--- config.mk ---
export PLATFORM = sky130hd
export DESIGN_NAME = rst_ctrl_top
export DESIGN_NICKNAME = d
export VERILOG_FILES = /design/src/rtl/rst_ctrl_pkg.sv /design/src/rtl/rst_ctrl_top.sv /design/src/rtl/rst_ctrl_regs.sv /design/src/rtl/rst_domain_sequencer.sv /design/src/rtl/rst_step_timer.sv /design/src/rtl/rst_in_sync.sv
export VERILOG_INCLUDE_DIRS = /design/src /design/src/include
export SDC_FILE = /design/constraint.sdc
export NUM_CORES = 1
export LEC_CHECK = 0
export BUFFER_PORTS_ARGS = -buffer_cell sky130_fd_sc_hd__buf_2
export CORE_MARGIN = 3
export CORE_UTILIZATION = 30
export CTS_BUF_LIST = sky130_fd_sc_hd__clkbuf_8
export CTS_CLUSTER_SIZE = 14
export DETAILED_ROUTE_END_ITERATION = 8
export SYNTH_ARGS = -nofsm -noshare
export SYNTH_HDL_FRONTEND = slang
export SYNTH_SLANG_ARGS = --single-unit
--- constraint.sdc ---
create_clock -name rvx_port_11 -period 2.3 [get_ports rvx_port_11]
set_input_delay 0 -clock rvx_port_11 [delete_from_list [all_inputs] [get_ports rvx_port_11]]
set_output_delay 0 -clock rvx_port_11 [all_outputs]
set_load 0.05 [all_outputs]
--- src/include/rst_ctrl_macros.svh ---
`ifndef RST_CTRL_MACROS_SVH
`define RST_CTRL_MACROS_SVH

// ************************************************************
// Sizes
// ************************************************************

// Number of sequenced reset domains
`define RST_N_DOMAINS 4

// Settle timer width, one step is 2**RST_TIMER_BW cycles
`define RST_TIMER_BW 6

// Register bus widths
`define RST_DATA_BW 32
`define RST_ADDR_BW 8

// ************************************************************
// Register offsets
// ************************************************************
`define RST_OFS_CMD  8'h00
`define RST_OFS_MASK 8'h04
`define RST_OFS_SEQ  8'h08

`endif
--- src/rtl/rst_ctrl_pkg.sv ---
`include "rst_ctrl_macros.svh"

package rst_ctrl_pkg;

	// Software commands held in the CMD register
	typedef enum logic [2:0]
	{
		IDLE            = 3'd0,
		INIT            = 3'd1,
		NEXT_STEP       = 3'd2,
		AUTO_INCR       = 3'd3,
		IDLE_WITH_ERROR = 3'd4
	} rst_cmd_e;

	// Board strap deciding how far the sequence runs on its own
	typedef enum logic [1:0]
	{
		STAND_ALONE = 2'd0,
		DEBUG       = 2'd1,
		HOLD        = 2'd2
	} boot_mode_e;

	// Single-cycle select/write strobe request
	typedef struct packed
	{
		logic                    sel;
		logic                    write;
		logic [`RST_ADDR_BW-1:0] addr;
		logic [`RST_DATA_BW-1:0] wdata;
	} reg_req_t;

	// Register block to sequencer
	typedef struct packed
	{
		logic                      restart;
		logic                      cmd_step;
		logic [`RST_N_DOMAINS-1:0] mask;
	} seq_ctrl_t;

	// Sequencer to register block
	typedef struct packed
	{
		logic [`RST_N_DOMAINS-1:0] stage;
		logic                      step;
		logic                      all_released;
	} seq_status_t;

endpackage

--- src/rtl/rst_ctrl_top.sv ---
`timescale 1ns/1ps
`include "rst_ctrl_macros.svh"

module rst_ctrl_top
(
	input  logic                      rvx_port_11,
	input  logic                      rvx_signal_05,
	input  logic                      pwr_ok,
	input  rst_ctrl_pkg::boot_mode_e  boot_mode,
	input  logic                      force_run,
	input  rst_ctrl_pkg::reg_req_t    req,
	output logic [`RST_DATA_BW-1:0]   rdata,
	output logic                      err,
	output logic                      sys_rst_n,
	output logic [`RST_N_DOMAINS-1:0] domain_rst_n,
	output logic                      all_released
);
	import rst_ctrl_pkg::*;

	logic        core_rst_n;
	seq_ctrl_t   ctrl;
	seq_status_t status;

	// Synchronized core reset feeds every flop below
	rst_in_sync u_in_sync
	(
		.rvx_port_11   (rvx_port_11),
		.rvx_signal_05 (rvx_signal_05),
		.pwr_ok        (pwr_ok),
		.core_rst_n    (core_rst_n)
	);

	rst_ctrl_regs u_regs
	(
		.rvx_port_11   (rvx_port_11),
		.rvx_signal_05 (core_rst_n),
		.req           (req),
		.status        (status),
		.ctrl          (ctrl),
		.rdata         (rdata),
		.err           (err)
	);

	rst_domain_sequencer u_seq
	(
		.rvx_port_11   (rvx_port_11),
		.rvx_signal_05 (core_rst_n),
		.boot_mode     (boot_mode),
		.force_run     (force_run),
		.ctrl          (ctrl),
		.status        (status),
		.domain_rst_n  (domain_rst_n)
	);

	assign sys_rst_n    = core_rst_n;
	assign all_released = status.all_released;

endmodule

--- src/rtl/rst_ctrl_regs.sv ---
`timescale 1ns/1ps
`include "rst_ctrl_macros.svh"

module rst_ctrl_regs
(
	input  logic                      rvx_port_11,
	input  logic                      rvx_signal_05,
	input  rst_ctrl_pkg::reg_req_t    req,
	input  rst_ctrl_pkg::seq_status_t status,
	output rst_ctrl_pkg::seq_ctrl_t   ctrl,
	output logic [`RST_DATA_BW-1:0]   rdata,
	output logic                      err
);
	import rst_ctrl_pkg::*;

	logic [`RST_ADDR_BW-1:0]   word_addr;
	logic                      wr_en;
	logic                      cmd_wr;
	logic                      mask_wr;
	logic                      last_step;
	rst_cmd_e                  cmd;
	logic [`RST_N_DOMAINS-1:0] mask;

	// Byte lanes are ignored
	assign word_addr = {req.addr[`RST_ADDR_BW-1:2], 2'b00};
	assign wr_en     = req.sel & req.write;
	assign cmd_wr    = wr_en & (word_addr == `RST_OFS_CMD);
	assign mask_wr   = wr_en & (word_addr == `RST_OFS_MASK);

	// Step that releases the last domain
	assign last_step = status.step & status.stage[`RST_N_DOMAINS-2];

	// ************************************************************
	// Command register
	// ************************************************************
	always_ff @(posedge rvx_port_11 or negedge rvx_signal_05)
	begin
		if (!rvx_signal_05)
		begin
			cmd <= IDLE;
		end
		else if (cmd_wr)
		begin
			cmd <= rst_cmd_e'(req.wdata[2:0]);
		end
		else if (cmd == NEXT_STEP && status.all_released)
		begin
			cmd <= IDLE_WITH_ERROR;
		end
		else
		begin
			case (cmd)
				INIT:      cmd <= IDLE;
				NEXT_STEP: if (status.step) cmd <= IDLE;
				AUTO_INCR: if (last_step) cmd <= IDLE;
				default:   cmd <= cmd;
			endcase
		end
	end

	// Force-release mask
	always_ff @(posedge rvx_port_11 or negedge rvx_signal_05)
	begin
		if (!rvx_signal_05)
		begin
			mask <= '0;
		end
		else if (mask_wr)
		begin
			mask <= req.wdata[`RST_N_DOMAINS-1:0];
		end
	end

	always_comb
	begin
		ctrl.restart  = (cmd == INIT);
		ctrl.cmd_step = (cmd == NEXT_STEP) || (cmd == AUTO_INCR);
		ctrl.mask     = mask;
	end

	// ************************************************************
	// Read path
	// ************************************************************
	always_comb
	begin
		rdata = '0;
		err   = 1'b0;
		case (word_addr)
			`RST_OFS_CMD:  rdata = `RST_DATA_BW'(cmd);
			`RST_OFS_MASK: rdata[`RST_N_DOMAINS-1:0] = mask;
			`RST_OFS_SEQ:
			begin
				// Unused upper bits read as released
				rdata = '1;
				rdata[`RST_N_DOMAINS-1:0] = status.stage;
			end
			default:       err = req.sel;
		endcase
	end

endmodule

--- src/rtl/rst_domain_sequencer.sv ---
`timescale 1ns/1ps
`include "rst_ctrl_macros.svh"

module rst_domain_sequencer
(
	input  logic                      rvx_port_11,
	input  logic                      rvx_signal_05,
	input  rst_ctrl_pkg::boot_mode_e  boot_mode,
	input  logic                      force_run,
	input  rst_ctrl_pkg::seq_ctrl_t   ctrl,
	output rst_ctrl_pkg::seq_status_t status,
	output logic [`RST_N_DOMAINS-1:0] domain_rst_n
);
	import rst_ctrl_pkg::*;

	logic                      run;
	logic [`RST_N_DOMAINS-1:0] stage;
	logic                      all_released;
	logic                      auto_run;
	logic                      step_req;
	logic                      step;

	// ************************************************************
	// Phase and stage
	// ************************************************************

	// START for a single cycle after reset release, RUN afterwards
	always_ff @(posedge rvx_port_11 or negedge rvx_signal_05)
	begin
		if (!rvx_signal_05)
		begin
			run <= 1'b0;
		end
		else
		begin
			run <= 1'b1;
		end
	end

	// Released domains fill from bit 0 upward
	always_ff @(posedge rvx_port_11 or negedge rvx_signal_05)
	begin
		if (!rvx_signal_05)
		begin
			stage <= '0;
		end
		else if (ctrl.restart)
		begin
			stage <= '0;
		end
		else if (step)
		begin
			stage <= {stage[`RST_N_DOMAINS-2:0], 1'b1};
		end
	end

	assign all_released = stage[`RST_N_DOMAINS-1];

	// ************************************************************
	// Step request
	// ************************************************************

	// No pending command means IDLE, where the boot mode decides
	always_comb
	begin
		auto_run = 1'b0;
		if (!ctrl.restart && !ctrl.cmd_step)
		begin
			case (boot_mode)
				STAND_ALONE: auto_run = 1'b1;
				DEBUG:       auto_run = ~stage[0];
				HOLD:        auto_run = 1'b0;
				default:     auto_run = 1'b0;
			endcase
		end
	end

	assign step_req = run & ~ctrl.restart & ~all_released &
		(force_run | ctrl.cmd_step | auto_run);

	// Timer restarts whenever the request drops or a step completes
	rst_step_timer u_timer
	(
		.rvx_port_11   (rvx_port_11),
		.rvx_signal_05 (rvx_signal_05),
		.init          (~step_req | step),
		.count         (step_req),
		.last          (step)
	);

	// ************************************************************
	// Outputs
	// ************************************************************
	always_comb
	begin
		status.stage        = stage;
		status.step         = step;
		status.all_released = all_released;
	end

	// A mask bit holds its domain out of reset regardless of stage
	assign domain_rst_n = stage | ctrl.mask;

endmodule

--- src/rtl/rst_step_timer.sv ---
`timescale 1ns/1ps
`include "rst_ctrl_macros.svh"

module rst_step_timer
(
	input  logic rvx_port_11,
	input  logic rvx_signal_05,
	input  logic init,
	input  logic count,
	output logic last
);

	logic [`RST_TIMER_BW-1:0] value;

	// init has priority, so the cycle that ends a step also restarts the count
	always_ff @(posedge rvx_port_11 or negedge rvx_signal_05)
	begin
		if (!rvx_signal_05)
		begin
			value <= '0;
		end
		else if (init)
		begin
			value <= '0;
		end
		else if (count)
		begin
			value <= value + 1'b1;
		end
	end

	// Last counted cycle of a settle period
	assign last = count & (&value);

endmodule

--- src/rtl/rst_in_sync.sv ---
`timescale 1ns/1ps

module rst_in_sync
(
	input  logic rvx_port_11,
	input  logic rvx_signal_05,
	input  logic pwr_ok,
	output logic core_rst_n
);

	logic       arst_n;
	logic [1:0] sync_q;

	// Either board reset or loss of power pulls the core into reset
	assign arst_n = rvx_signal_05 & pwr_ok;

	// Assert at once, release two edges after both inputs are high
	always_ff @(posedge rvx_port_11 or negedge arst_n)
	begin
		if (!arst_n)
		begin
			sync_q <= 2'b00;
		end
		else
		begin
			sync_q <= {sync_q[0], 1'b1};
		end
	end

	assign core_rst_n = sync_q[1];

endmodule

# [After elaboration in Yosys (flattened, before gate mapping)]
# Cells that the tools add are included.
[word_totals] reg_bits=20
[op_classes] addsub=1 n_eq_ne=8 mux=14 bitwise=17 n_reduce_logical=13
[ops] cell="$mux W28" count=1
[ops] cell="$mux W3" count=4
[ops] cell="$mux W6" count=2
[ops] cell="$pmux W4 S3" count=1
[ops] cell="$and A1 B1 Y1" count=9
[ops] cell="$pmux W3 S3" count=1
[ops] cell="$logic_not A8 Y1" count=1
[ops] cell="$mux W4" count=2
[ops] cell="$ne A4 B1 Y1 const B" count=2
[ops] cell="$add A6 B1 Y6 const B" count=1
[ops] cell="$eq A3 B2 Y1 const B" count=2
[ops] cell="$eq A6 B1 Y1 const B" count=1
[ops] cell="$eq A6 B2 Y1 const B" count=1
[ops] cell="$reduce_and A6 Y1" count=1
[ops] cell="$reduce_bool A5 Y1" count=1
[ops] cell="$not A1 Y1" count=4
[ops] cell="$or A4 B4 Y4" count=1
[ops] cell="$reduce_bool A2 Y1" count=2
[ops] cell="$eq A3 B1 Y1 const B" count=1
[ops] cell="$or A1 B1 Y1" count=3
[ops] cell="$reduce_and A3 Y1" count=1
[ops] cell="$reduce_or A3 Y1" count=1
[ops] cell="$eq A2 B1 Y1 const B" count=1
[ops] cell="$logic_and A1 B1 Y1" count=2
[ops] cell="other kinds (5)" count=7

# [Longest topological paths before layout]
[logic_depth] word_depth=13 ltp_mapped=6 depth_no_buf=6

# [By module]
# From an unflattened synthesis, not the netlist that was laid out.
[hier_totals] hier_cells=139 hier_area_um2=1341.3
[by_module_without_submodules] mod="rst_ctrl_regs" instances=1 cells_each=81 area_each_um2=723.2 seq_area_each_um2=175.2
[by_module_without_submodules] mod="rst_step_timer" instances=1 cells_each=28 area_each_um2=290.3 seq_area_each_um2=150.1
[by_module_without_submodules] mod="rst_domain_sequencer" instances=1 cells_each=26 area_each_um2=267.8 seq_area_each_um2=125.1
[by_module_without_submodules] mod="rst_in_sync" instances=1 cells_each=4 area_each_um2=60.1 seq_area_each_um2=50.0

# [Worst setup path after synthesis]
# Ideal clock, no wire load.
[synth_path] kind="input -> output" startpoint="in req[37] (netlist name)" endpoint="out rdata[10]" t_arrival_ns=2.666 required_time_ns=2.300 path_slack_ns=-0.366 stages=4 cell_sequence="or4_1 > clkbuf_2 > nor2b_1 > buf_4"
[synth_via] elab_chain_len=2
[synth_rtl] item="start: declaration" line_no="rst_ctrl_top.sv:11" rtl="input rst_ctrl_pkg::reg_req_t req,"
[synth_rtl] item="$eq A6 B2 Y1" line_no="rst_ctrl_regs.sv:88" rtl="case (word_addr)"
[synth_rtl] item="$mux W28" line_no="rst_ctrl_regs.sv:88"
[synth_rtl] item="end: declaration" line_no="rst_ctrl_top.sv:12" rtl="output logic [`RST_DATA_BW-1:0] rdata,"
# No other way between the ends.

# [Worst setup path after layout]
[layout_path] startpoint="reg u_seq.u_timer.value[0]" endpoint="reg u_regs.cmd[1]"
[layout_via] elab_chain_len=5 elab_cells_between_ends=6
[layout_rtl] item="start: declaration" line_no="rst_step_timer.sv:13" rtl="logic [`RST_TIMER_BW-1:0] value;"
[layout_rtl] item="start signal: assignment" line_no="rst_step_timer.sv:28" rtl="value <= value + 1'b1;"
[layout_rtl] item="$reduce_and A6 Y1 (*)" line_no="rst_step_timer.sv:33" rtl="assign last = count & (&value);"
[layout_rtl] item="$and A1 B1 Y1 (*)" line_no="rst_step_timer.sv:33"
[layout_rtl] item="$and A1 B1 Y1" line_no="rst_ctrl_regs.sv:31" rtl="assign last_step = status.step & status.stage[`RST_N_DOMAINS-2];"
[layout_rtl] item="$ne A4 B1 Y1 (no source line)"
[layout_rtl] item="$reduce_and A3 Y1 (no source line) (*)"
[layout_rtl] item="end signal: assignment" line_no="rst_ctrl_regs.sv:44" rtl="cmd <= rst_cmd_e'(req.wdata[2:0]);"
[layout_rtl] item="end signal: assignment" line_no="rst_ctrl_regs.sv:56" rtl="default: cmd <= cmd;"
[layout_rtl] item="end: declaration" line_no="rst_ctrl_regs.sv:21" rtl="rst_cmd_e cmd;"
# Every way passes the cells marked *; elsewhere a longest branch is shown, timed or not.
# A chain may end at the register's enable or synchronous reset.

==> flow_summary.json <==
{
  "hold_buffers": 6,
  "drtAntennaViolNets": 0,
  "first_global_vias": 871,
  "ys_top_cells_by_count": "buf_4 (27), dfrtp_1 (20), nor2_1 (13)",
  "fp.dieW_um": 69.7,
  "track_usage": 0.0992,
  "grt_pass1_wl_mm": 4.01,
  "ys_seq_area_frac": 0.411,
  "r2r_cells": 6,
  "outcome": "completed",
  "hold_class": "in2async",
  "min_period_ps": 1880,
  "detail_route.wl_per_cell_um": 11.6,
  "synth_area_leader_cell": "dfrtp_1",
  "finClkSkew_ps": 1.34,
  "netlist_area_um2": 1220,
  "slowest_stage": "a2111oi_0",
  "cts_root_buffer": "clkbuf_8",
  "ys_async_sr_fraction": 1.00,
  "initial_core_util": 0.321,
  "fin_crit_sh": 0.818,
  "wl_mm": 2.51,
  "finalSetupViolCount": 0,
  "dp_slack_ps": 487,
  "cp-end-kind": "register",
  "firstDrtPassIters": 4,
  "synth_edf_count": 0,
  "p_leak_nw": 0.783,
  "worstSetupPathType": "reg2reg",
  "dr_total_vias": 970,
  "antenna_found_initial": 0,
  "final_area_um2": 1470,
  "cts_tree": "yes",
  "drv_cap": 0,
  "placement_rows": 22,
  "port_buffers": 56,
  "num-nets-final": 220,
  "rrSetupSlack_ps": 420,
  "fin_tns_setup_ps": 0,
  "worst_ep_required_time_ps": 2460,
  "powerDensity_nw_per_um2": 536,
  "post-synth-top-count-cell": "buf_4",
  "ys_ff_latch": 20,
  "max_stage_delay_ps": 440,
  "worst_pin_slew_ps": 677,
  "cts_sinks": 20,
  "synthCells": 130,
  "drv_slew": 0,
  "dieHeight_um": 69.7,
  "area_growth_pct": 20.6,
  "drc": 0,
  "clkLatencyLatePin_ps": 250,
  "path_clk_slew_ps": 70,
  "placed_area_um2": 1370,
  "num-fill-cells": 384,
  "fmax_mhz": 532,
  "slew-limit-headroom": 0.547,
  "antenna_cells": 0,
  "dr.first_iter.drc_count": 25,
  "grt_max_degree": 29,
  "coreArea_um2": 3800,
  "start_kind": "register",
  "path_common_cell": "and3_1",
  "reg2reg_to": "u_regs.cmd[1]",
  "synth_ff_type": "dfrtp_1",
  "timing.hold.ws_ps": 154,
  "regToRegStartpoint": "u_seq.u_timer.value[0]",
  "drive_gt1_frac": 0.432,
  "cts_setup_buffers": 0,
  "yosysWarnings": 0,
  "critPathCapture": "u_regs.cmd[1]",
  "place_hpwl_mm": 1.92,
  "htreeDepth": 1,
  "crit_start": "u_seq.u_timer.value[0]",
  "synth_cell_types": 34,
  "cts_buffers": 3,
  "clk_path_buf_depth": 2,
  "synthTopCellsByArea": "dfrtp_1 (41%), buf_4 (17%), nor2_1 (4.0%), mux2_2 (3.7%), nand2_1 (3.4%)",
  "avgViaCountPerCell": 4.47,
  "critical_path.cell_chain": "ha_1 -> and3_1 -> and3_1 -> a2111oi_0 -> a211oi_1 -> o31ai_1",
  "gr-total-overflow": 0,
  "die-area_um2": 4860,
  "rsz0062_at_grt": "no",
  "gp_congestion": 0.780,
  "hold_violations": 0,
  "synth_top_area_share": 0.411,
  "finalWorstSetupSlack_ps": 419,
  "ir_drop_uv": 442,
  "post_cts_resized": 0,
  "avgSynthCellArea_um2": 9.37,
  "ioPinCount": 87,
  "arrival_ps": 2050,
  "fin_util": 0.387,
  "worstPathMaxFanout": 3
}
==> final cells by class <==
| cell class | instances | area, um^2 | area share |
|---|---|---|---|
| Clock buffer | 3 | 41.3 | 0.0281 |
| Inverter | 3 | 11.3 | 0.00766 |
| Multi-Input combinational cell | 79 | 502 | 0.341 |
| Sequential cell | 20 | 500 | 0.340 |
| Tap cell | 48 | 60.1 | 0.0409 |
| Timing Repair Buffer | 64 | 355 | 0.242 |
==> report_power, final <==
group | internal, mW | switching (mW)
combinational | 0.0597 | 0.108
sequential | 0.374 | 0.0210
clock | 0.116 | 0.109
total | 0.550 | 0.237
==> cell families (layout without fill, tap and decap cells) <==
logic type	Yosys count	after routing	synth area share
simple gates	46	46	0.203
buf+inv	32	70	0.183
flops	20	20	0.411
compound gates	19	19	0.0996
mux	7	7	0.0616
xor+xnor	4	4	0.0288
fa+ha+maj	1	1	0.0103
other cells	1	2	0.00308
==> sequential cells by signal, summed over array words and instances, names as in the netlist <==
signal / flops
u_regs.mask: 4
u_in_sync.sync_q: 2
u_seq.run: 1
u_regs.cmd: 3
u_seq.u_timer.value: 6
u_seq.stage: 4
==> routing by layer <==
metal / part of all wire / track usage / up-vias
met1: 0.46 / 0.128 / 429
li1: - / - / 485
met3: 0.11 / 0.0319 / 0
met5: 0 / 0 / -
met2: 0.43 / 0.164 / 56
met4: 0 / 0.0170 / 0
==> worst max-delay path, delay by kind of cell (launching register included) <==
family	cells	cell delay, ps
flip-flops	1	400
adder cells (fa/ha/maj)	1	230
AND/OR/NAND/NOR	2	430
AO/OA/AOI/OAI	3	740
==> per-stage QoR <==
stage          total power [mW]  instances
5_1_grt                   0.820        217
2_1_floorplan             0.519        131
3_5_place_dp              0.562        208
3_3_place_gp              0.561        208
6_report                  0.787        217
4_1_cts                   0.791        217
==> cell usage in the layout (no fill, tap or decap), drive strengths merged, types with 2 or more instances in the layout <==
cell type and instances:
buf 58, dfrtp 20, nor2 13, nand2 11, a21oi 7, dlygate4sd3 6
nor2b 5, or2 5, mux2 4, mux2i 3, and3 3, xnor2 3
nand3 3, inv 3, o21ai 3, clkbuf 3, o31ai 2, conb 2
==> how the worst min path moves through the flow <==
stage | depth (start not counted) | to | slack [ps]
floorplan | 1 | u_in_sync.sync_q[0] | -190
global placement | 2 | u_in_sync.sync_q[0] | -110
detailed placement | 2 | u_in_sync.sync_q[0] | -100
CTS | 3 | u_in_sync.sync_q[0] | 160
global route | 3 | u_in_sync.sync_q[0] | 180
finish | 3 | u_in_sync.sync_q[0] | 150
No activity file was read; power rests on OpenSTA's default activity.
